==> config.mk <==
export PLATFORM = sky130hd
export DESIGN_NAME = b_load_fsm
export DESIGN_NICKNAME = d
export VERILOG_FILES = /design/src/rsa_b_pkg.sv /design/src/b_load_fsm.sv
export SDC_FILE = /design/constraint.sdc
export NUM_CORES = 1
export LEC_CHECK = 0
export BUFFER_PORTS_ARGS = -buffer_cell sky130_fd_sc_hd__clkbuf_2
export CORE_UTILIZATION = 36
export CTS_BUF_LIST = sky130_fd_sc_hd__clkbuf_8
export CTS_CLUSTER_DIAMETER = 30
export DETAILED_ROUTE_END_ITERATION = 10
export HOLD_SLACK_MARGIN = 0.15
export PLACE_DENSITY = 0.79
export REMOVE_ABC_BUFFERS = 1
export SLEW_MARGIN = 30
export SYNTH_ARGS = -nofsm -noshare
export SYNTH_HDL_FRONTEND = slang
export SYNTH_SLANG_ARGS = --single-unit
==> constraint.sdc <==
create_clock -name clk -period 1.65 [get_ports clk]
set_input_delay 0 -clock clk [delete_from_list [all_inputs] [get_ports clk]]
set_output_delay 0 -clock clk [all_outputs]
set_load 0.01 [all_outputs]
==> src/rsa_b_pkg.sv <==
package rsa_b_pkg;

  localparam int rsa_dw    = 32;
  localparam int lanes     = 4;
  localparam int jac_words = 16;

  typedef logic signed [rsa_dw-1:0] data_t;

  // lane0 sits in the low bits of a row
  typedef struct packed {
    data_t lane3;
    data_t lane2;
    data_t lane1;
    data_t lane0;
  } b_row_t;

  typedef enum logic [2:0] {
    mode_idle   = 3'd0,
    mode_tb     = 3'd1,  // copy from temp buffer
    mode_nl_prd = 3'd5,
    mode_nl_new = 3'd6,
    mode_nl_upd = 3'd7
  } load_mode_t;

  // field order is the register order from reg_jac_base upward
  typedef struct packed {
    data_t fxi_13;
    data_t fxi_23;
    data_t gxi_13;
    data_t gxi_23;
    data_t gz_11;
    data_t gz_12;
    data_t gz_21;
    data_t gz_22;
    data_t hz_11;
    data_t hz_12;
    data_t hz_21;
    data_t hz_22;
    data_t hxi_11;
    data_t hxi_12;
    data_t hxi_21;
    data_t hxi_22;
  } jacobian_t;

  typedef struct packed {
    load_mode_t mode;
    logic [7:0] len;  // rows, mode_tb only
  } load_cmd_t;

  typedef struct packed {
    logic       en;
    logic [7:0] addr;
    b_row_t     row;
  } b_wr_t;

  localparam logic [7:0] reg_ctrl     = 8'h00;
  localparam logic [7:0] reg_status   = 8'h04;
  localparam logic [7:0] reg_jac_base = 8'h40;

  localparam int prd_steps = 3;
  localparam int new_steps = 6;
  localparam int upd_steps = 5;

  function automatic logic mode_legal(load_mode_t m);
    return m inside {mode_idle, mode_tb, mode_nl_prd, mode_nl_new, mode_nl_upd};
  endfunction

endpackage

==> src/b_load_fsm.sv <==
`timescale 1ns/1ps

module b_load_fsm #(
  parameter int seq_cnt_dw  = 10,
  parameter int cache_depth = 256
) (
  input  logic                   clk,
  input  logic                   sys_rst,
  input  logic                   cmd_valid,
  input  rsa_b_pkg::load_cmd_t   cmd,
  input  logic [seq_cnt_dw-1:0]  step,
  output logic                   cnt_clr,
  output logic                   cnt_en,
  output rsa_b_pkg::load_mode_t  mode,
  output logic [7:0]             tb_rd_addr,
  output rsa_b_pkg::b_wr_t       cache_wr,
  output logic                   busy,
  output logic                   done_set
);
  import rsa_b_pkg::*;

  typedef enum logic [1:0] {
    st_idle,
    st_run,
    st_drain
  } state_t;

  state_t                state;
  load_mode_t            mode_q;
  logic [seq_cnt_dw-1:0] limit_q;
  logic [seq_cnt_dw-1:0] limit_d;
  logic                  wr_en_q;
  logic [7:0]            wr_addr_q;
  logic [7:0]            step_addr;

  always_comb begin
    case (cmd.mode)
      mode_nl_prd: limit_d = seq_cnt_dw'(prd_steps);
      mode_nl_new: limit_d = seq_cnt_dw'(new_steps);
      mode_nl_upd: limit_d = seq_cnt_dw'(upd_steps);
      mode_tb: begin
        if (int'(cmd.len) > cache_depth) begin
          limit_d = seq_cnt_dw'(cache_depth);  // never run past the cache
        end else begin
          limit_d = seq_cnt_dw'(cmd.len);
        end
      end
      default: limit_d = '0;
    endcase
  end

  always_ff @(posedge clk) begin
    if (sys_rst) begin
      state   <= st_idle;
      mode_q  <= mode_idle;
      limit_q <= '0;
    end else begin
      case (state)
        st_idle: begin
          if (cmd_valid) begin
            mode_q  <= cmd.mode;
            limit_q <= limit_d;
            state   <= (limit_d == '0) ? st_drain : st_run;  // empty copy just reports done
          end
        end
        st_run: begin
          if (step >= limit_q) begin
            state <= st_drain;
          end
        end
        default: state <= st_idle;
      endcase
    end
  end

  assign busy     = (state != st_idle);
  assign done_set = (state == st_drain);
  assign cnt_clr  = (state == st_drain) || (state == st_idle && !cmd_valid);
  assign cnt_en   = (state == st_idle) ? (cmd_valid && limit_d != '0)
                                       : (state == st_run && step < limit_q);
  assign mode     = (state == st_run) ? mode_q : mode_idle;

  assign step_addr  = 8'(step - 1'b1);  // step k lands at row k-1
  assign tb_rd_addr = step_addr;

  // one cycle behind the step, in line with the mapper register
  always_ff @(posedge clk) begin
    if (sys_rst) begin
      wr_en_q <= 1'b0;
    end else begin
      wr_en_q <= (state == st_run);
    end
  end

  always_ff @(posedge clk) begin
    wr_addr_q <= step_addr;
  end

  assign cache_wr = '{en: wr_en_q, addr: wr_addr_q, row: '0};

  a_no_cmd_busy: assert property (@(posedge clk) disable iff (sys_rst)
    cmd_valid |-> !busy);
  a_step_limit: assert property (@(posedge clk) disable iff (sys_rst)
    state == st_run |-> step != '0 && step <= limit_q);

endmodule

==> results of run 1 <==
## routing by layer
layer,vias up,routed length [um],track usage [%],part of all wire [%]
met5,-,0,0,0
met4,0,57,4.44,1.4
met3,4,376,1.16,9.1
met2,102,2360,24.9,57
met1,690,1330,11.7,32
li1,752,-,-,-
## cells in the final DEF, fill, tap and decap left out, types with 4 or more instances in the layout
cell / count
sky130_fd_sc_hd__ha_4: 5
sky130_fd_sc_hd__a21oi_1: 9
sky130_fd_sc_hd__clkbuf_2: 46
sky130_fd_sc_hd__ha_1: 4
sky130_fd_sc_hd__inv_1: 10
sky130_fd_sc_hd__a22oi_1: 5
sky130_fd_sc_hd__nor2_1: 12
sky130_fd_sc_hd__dlygate4sd3_1: 22
sky130_fd_sc_hd__buf_4: 15
sky130_fd_sc_hd__xor2_1: 5
sky130_fd_sc_hd__dfxtp_1: 16
sky130_fd_sc_hd__conb_1: 128
sky130_fd_sc_hd__and2_1: 4
sky130_fd_sc_hd__dfxtp_2: 6
sky130_fd_sc_hd__inv_2: 4
sky130_fd_sc_hd__nand2_1: 9
## kinds of logic (layout without fill, tap and decap cells)
| family | after synthesis | count (layout) | share of synthesized area, % |
|---|---|---|---|
| adder cells (fa/ha/maj) | 9 | 9 | 5.32 |
| other | 1 | 128 | 0.177 |
| buffers and inverters | 146 | 102 | 49.1 |
| AND/OR/NAND/NOR | 49 | 49 | 13.3 |
| XOR/XNOR | 6 | 6 | 2.48 |
| AO/OA/AOI/OAI | 26 | 26 | 8.81 |
| flip-flops | 22 | 22 | 20.8 |
## worst max path at each step
stage / startpoint / slack (ns) / depth (start not counted) / to
floorplan: limit_q[6] / 0.04 / 6 / state[1]
global placement: limit_q[6] / -0.06 / 8 / cnt_en
detailed placement: limit_q[6] / -0.09 / 8 / cnt_en
CTS: limit_q[7] / -0.20 / 7 / cnt_en
global route: limit_q[6] / -0.26 / 7 / cnt_en
finish: limit_q[6] / -0.18 / 7 / cnt_en
## power groups by stage
stage,sequential [mW],clock (mW),combinational (mW)
detailed placement,0.592,0,0.396
CTS,0.580,0.520,0.459
finish,0.581,0.504,0.492
global route,0.585,0.550,0.545
floorplan,0.599,0,0.253
global placement,0.591,0,0.387
## repair_timing
item,CTS,global route
setup buffers,4,2
gates resized for setup,17,11
hold endpoints to repair,20,0
pin swaps,10,6
setup endpoints to repair,3,6
hold buffers,22,0
## cell type report
type | instances | area [sq um]
flip-flops and latches | 22 | 448
clock buffers | 3 | 41.3
well taps | 72 | 90.1
fillers | 549 | 3100
clock inverters | 1 | 30.0
multi-input cells | 218 | 1240
inverters | 14 | 52.6
repair buffers | 84 | 574
## sequential cells by signal (all words and copies together), names as in the netlist
signal and count:
limit_q 8, mode_q 3, state 2, wr_addr_q 8, wr_en_q 1
## worst max-delay path, stage by stage (launching register included)
cell and delay, ns:
sky130_fd_sc_hd__dfxtp_2 0.35, sky130_fd_sc_hd__inv_2 0.05, sky130_fd_sc_hd__ha_4 0.25, sky130_fd_sc_hd__nor4bb_4 0.29, sky130_fd_sc_hd__and2_4 0.20, sky130_fd_sc_hd__a221oi_4 0.06
sky130_fd_sc_hd__or2_4 0.25, sky130_fd_sc_hd__buf_6 0.12
==> flow_results.org, run 1 <==
** Run status
- Run status :: finished with violations
- Failing checks :: negative setup slack

** STA
- Worst hold margin :: between 0.15 and 0.2 ns
- Setup total negative slack :: -0.337 ns
- Pins over their slew limit :: 0
- Of the available clock period, the critical path in the final layout requires 111%.
- Setup repair after global routing could not meet its margin everywhere.
- Maximum frequency from static timing analysis :: 548 MHz
- Final Skew :: 0.00892 ns
- Post-layout minimum cycle time :: ~1.8 ns
- The hold violation count in the final report came to 0.
- Minimum setup slack in the final design :: -0.176 ns
- Setup violations remaining at the end of the flow were counted as 3.

** Pwr
- Net switching is a little under a third of the power.
- Lkg Pwr :: 1.30 nW
- Combinational logic burns 31.2% of the power.
- VDD sags by at most ~0.46 mV.
- The analysis attributes to net switching a power of 502 uW.
- Sequential cells burn 36.8% of the power.
- Cell internal power was estimated by the tool at between 1 and 1.5 mW.
- PD cells :: 638 nW/um^2
- Overall power :: 1.58 mW
- Share of total power in the clock network :: about a third

** GRT
- The number of antenna violations at the first check in global routing came to 0.
- The number of global-route vias before repair is about 1300.
- Entering global routing, the biggest net connects 14 pins.
- The first global-routing pass estimated approximately 5800 um of wire.
- Global routing finished with a remaining overflow of 0.
- Global routing consumed, over all layers together, 11.9% of the routing resources.

** Route
- The detail route stage leaves a number of antenna-violating nets equal to 0.
- Across all layers, the routed design uses between 1500 and 2000 vias.
- Post-DR wirelength/cell :: 9.96 um
- Violation count after the first detailed-routing iteration :: 48
- The pre-antenna-repair detailed-routing pass consisted of 4 iterations.
- Total detailed-routing wirelength :: 4120 um
- DR vias/cell :: 3.74
- Number of remaining DRC errors :: 0

** Setup path
- Source of the worst register-to-register timing path :: limit_q[6]
- The worst setup path is launched from a flop.
- Endpoint kind of the worst setup timing path :: primary output
- The worst register-to-register path has a setup slack of -0.08 ns.
- At the worst endpoint, the required time is 1.65 ns.
- Reg2reg end :: state[0]
- Data arrival time of the worst path :: 1.83 ns
- Peak fanout along the critical path :: 2
- Kind of critical path :: flop to primary output
- Counting cells, the worst reg-to-reg path comes to 7.

** Yosys
- Combined area of all synthesized cells :: 2120 sq um
- sky130_fd_sc_hd__buf_4 takes more of the synthesized area than any other cell.
- The synthesized design contains 0 enable-type register cells.
- For this run, asynchronously set or reset flops after synthesis account for 0%.
- The commonest cells after synthesis are sky130_fd_sc_hd__buf_4, sky130_fd_sc_hd__dfxtp_1, sky130_fd_sc_hd__inv_1.
- Flop and latch count out of synthesis :: 22
- Summed over its instances, the top area cell type makes up 45.7% of the synthesized netlist area.
- The cell count after synthesis came out at 259.
- Mean Syn Cell Area :: 8.17 sq um
- In the synthesized netlist the dominant register cell turns out to be sky130_fd_sc_hd__dfxtp_1.
- Library cells used by synthesis :: 41
- The Yosys step of the flow raised 0 warnings.
- Sequential cell area fraction in the yosys report :: a little over a fifth
- Most repeated cell in the gate-level netlist after synthesis :: sky130_fd_sc_hd__buf_4
- Top post-synthesis cells by area :: sky130_fd_sc_hd__buf_4, sky130_fd_sc_hd__dfxtp_1, sky130_fd_sc_hd__ha_1

** Final layout
- The area growth from synthesis to layout is 16.8%.
- The finished layout holds 414 standard cells, fillers aside.
- The net count of the finished layout is 376.
- Final design area excluding fillers :: roughly 2500 sq um
- Cells fill 44.4% of the core in the end.
- The repair_antennas step left the layout with diodes totalling 0.
- Fraction of final layout cells with drive strength greater than 1 :: 27.8%

** Min path
- Terminating pin of the worst hold path :: limit_q[1]
- Cell count of the worst hold path :: 5
- The startpoint identified for the worst hold timing path is cmd[1].
- Path type of the worst min-delay path :: input port to flop

** Clocking
- Clk buf depth :: 2
- Clock-pin slew was measured on the worst setup and hold paths at 0.09 ns.
- Maximum level of the CTS H-tree :: 1
- Inserted Clock Buffers :: 3
- TritonCTS clock tree :: yes
- Clock latency on the worst-skew pair :: 0.27 ns
- Number of clock sinks seen by CTS :: 22
- Clock root buffer :: sky130_fd_sc_hd__clkbuf_8

** Place
- Sum of net half-perimeters after detailed placement :: 2950 um
- Prior to clock tree synthesis, the placed netlist has a worst setup slack of -0.0888 ns.
- PortBufs :: 47
- The number of placed instances, taps included, is 383.
- Placed Instance Area :: 2010 sq um
- At the end of routability-driven placement, the weighted congestion stood at 0.764.

** Floorplanning
- The die is 78.7 um wide.
- After floorplanning, the core was divided into 27 placement rows.
- The floorplan step set the die height to 78.7 um.
- Die area :: 6190 sq um
- The initial utilization of the core area, before any placement, comes to 38.0%.
- # IOs :: 176
- The region available for standard cell placement spans 5570 sq um.

** Run
- Number of max-capacitance violations reported :: 0
(Power assumes the default switching activity.)
==> inputs of run 2 (changes only) <==
Clock period 1.65 ns to 1.6 ns, I/O delays scaled along.
==> run 2 against run 1 <==
Compared with the run above: the run still ends with negative setup slack left; wire length down 0.63%; critical path depth did not move; first-iteration DRC count up 19%; critical endpoint unchanged; largest cell class unchanged.
==> flow_results.org, run 2 (same netlist as run 1, synthesis figures left out) <==
** Final layout
- The final instance area is 2480 sq um (+0.20%).
- The antenna diode count is 0 (unchanged).
- Most common library cell in the layout ignoring fill and taps :: sky130_fd_sc_hd__conb_1
- The share of layout cells above drive strength 1 was 28.6% (+0.79 points).
- The number of filler instances in the final layout is 544 (-0.91%).
- Most used cells in the layout excluding fill and tap cells :: sky130_fd_sc_hd__conb_1, sky130_fd_sc_hd__clkbuf_2, sky130_fd_sc_hd__dlygate4sd3_1, sky130_fd_sc_hd__dfxtp_1, sky130_fd_sc_hd__buf_4
- Number of cells in the finished layout apart from fillers :: 415 (+0.24%)
- The area growth from synthesis to layout is 17.1%.
- The count of nets after finishing is 377 (+0.27%).
- Registers with the most flip-flops :: limit_q (8), wr_addr_q (8), mode_q (3)

** Clocking
- Clock latency on the worst-skew pair :: 0.26 ns (about the same)
- Inserted Clock Buffers :: 3 (unchanged)
- The clock transition at the registers of the reported paths is 0.09 ns (about the same).
- The total number of clock tree sinks was 22 (unchanged).
- TritonCTS clock tree :: yes
- Clock root buffer :: sky130_fd_sc_hd__clkbuf_8
- Maximum level of the CTS H-tree :: 1 (unchanged)
- Clk buf depth :: 2 (unchanged)

** STA
- Final Skew :: 0.00414 ns (-0.00478 ns)
- Final count of negative-setup-slack endpoints :: 3 (unchanged)
- Setup repair after global routing could not meet its margin everywhere.
- Pins over their slew limit :: 0 (unchanged)
- The hold violation count in the final report came to 0 (unchanged).
- Share of the clock period used by the worst path :: 114%
- Post-layout minimum cycle time :: approximately 1.8 ns
- Static timing analysis puts the maximum clock frequency at 550 MHz.
- Minimum setup slack in the final design :: -0.219 ns (-0.0436 ns)

** Setup path
- The setup path with the least slack is of type flop to primary output.
- The maximum net fanout on the critical path was 2 (unchanged).
- Element type at the critical path start :: flop
- STA classifies the critical path endpoint as a primary output.
- The critical path required time came to 1.60 ns (-0.05 ns).
- Data arrival time of the worst path :: 1.82 ns (about the same)

** Route
- The routed length per instance is 9.87 um (-0.87%).
- The number of DRC violations after detailed routing is 0 (unchanged).
- The number of search-and-repair iterations in the first detailed-routing pass came to 4 (unchanged).
- The number of nets still failing antenna checks after routing is 0 (unchanged).
- The final routed wirelength across all metal layers is 4100 um (-0.63%).
- Violation count after the first detailed-routing iteration :: 57 (+19%)
- The routed via count divided by cell count came to 3.77 (+0.85%).
- The via count came to 1565 (+1.1%).

** Place
- The global placement routability congestion is 0.760 (-0.58%).
- Placed Instance Area :: 2040 sq um (+1.9%)
- PortBufs :: 47 (unchanged)
- Count of placed standard cells including taps :: 388 (+1.3%)
- The detailed-placement wirelength estimate came to 3050 um (+3.4%).

** Pwr
- Overall power :: 1.63 mW (+3.3%)
- The leakage power total is 1.30 nW (+0.12%).
- The maximum vdd ir drop came to 0.337 mV (-27%).
- The power density over the cells came to 658 nW/um^2 (+3.1%).

** GRT
- Met1 Resource Use GR :: 11.9% (+0.24 points)
- Met2 GRT Util :: 24.7% (-0.17 points)
- The largest net degree at the start of global routing was 14 (unchanged).
- The first-pass GRT wire length was 5870 um (+1.8%).
- Via count of the first global-routing pass :: 1313 (+3.5%)
- The layer flagged by global routing as most heavily used is met2.
- The number of antenna violations at the first check in global routing came to 0 (unchanged).
- Fraction of met3 tracks used by global routing :: 1.74% (+0.58 points)
- Global-route usage over all layers :: 12.0% (+0.060 points)
- The final global-route overflow total came to 0 (unchanged).

** Floorplanning
- Floorplan row count :: 27 (unchanged)
- The width of the chip is 78.7 um (unchanged).
- The effective utilization at floorplan came to 38.0% (unchanged).
- The core area was 5570 sq um (unchanged).
- Die H :: 78.7 um (unchanged)
- The overall die area is 6190 sq um (unchanged).
- # IOs :: 176 (unchanged)

** Run status
- Run status :: finished with violations
- Failing checks :: negative setup slack

** Run
- The number of maximum-capacitance violations came to 0 (unchanged).

** Min path
- In this run the worst hold path is classified as input port to flop.
## run 2: per-stage QoR
step           hold slack, ns  setup WS [ns]  utilization [%]   TNS, ns
2_1_floorplan          0.0686       -0.00950                -  -0.00950
3_3_place_gp            0.254         -0.111             36.7    -0.257
3_5_place_dp            0.256         -0.159             36.7    -0.438
4_1_cts                 0.151         -0.240             43.8    -0.427
5_1_grt                 0.202         -0.313             44.5    -0.780
6_report                0.158         -0.219             44.5    -0.437
## run 2: layout make-up
class	instances	area, sq um	area share, %
multi-input cells	218	1230	49.8
repair buffers	85	582	23.5
flip-flops and latches	22	448	18.1
well taps	72	90.1	3.63
inverters	14	52.6	2.12
clock buffers	3	41.3	1.67
clock inverters	1	30.0	1.21
## run 2: worst paths after layout
check,startpoint,end,slack [ns],cells past startpoint
max,limit_q[6],cnt_en,-0.22,7
min,step[2],wr_addr_q[4],0.16,4
max reg2reg,limit_q[6],state[0],-0.11,7
min reg2reg,mode_q[0],mode_q[0],0.47,2
## run 2: worst max-delay path: stages, from the launching register on
cell                       delay, ns
sky130_fd_sc_hd__dfxtp_2        0.34
sky130_fd_sc_hd__inv_2          0.04
sky130_fd_sc_hd__ha_4           0.24
sky130_fd_sc_hd__nor4bb_4       0.30
sky130_fd_sc_hd__and2_4         0.20
sky130_fd_sc_hd__a221oi_4       0.06
sky130_fd_sc_hd__or2_4          0.25
sky130_fd_sc_hd__buf_6          0.12
## run 2: routing by layer
layer	up-vias	routed length [um]
li1	750	-
met1	712	1420
met2	99	2300
met3	4	346
met4	0	30
met5	-	0
## run 2: power breakdown
| part | total (mW) | internal [mW] | switching [mW] |
|---|---|---|---|
| combinational | 0.509 | 0.190 | 0.320 |
| clock | 0.524 | 0.334 | 0.190 |
| sequential | 0.596 | 0.583 | 0.0139 |
## run 2: repair_timing
action / CTS / global route
hold buffers: 21 / 2
buffers inserted: 2 / 0
endpoints found under the setup margin: 3 / 5
endpoints found under the hold margin: 20 / 2
gates resized for setup: 21 / 8
cloned: 0 / 0
pin swaps: 10 / 6
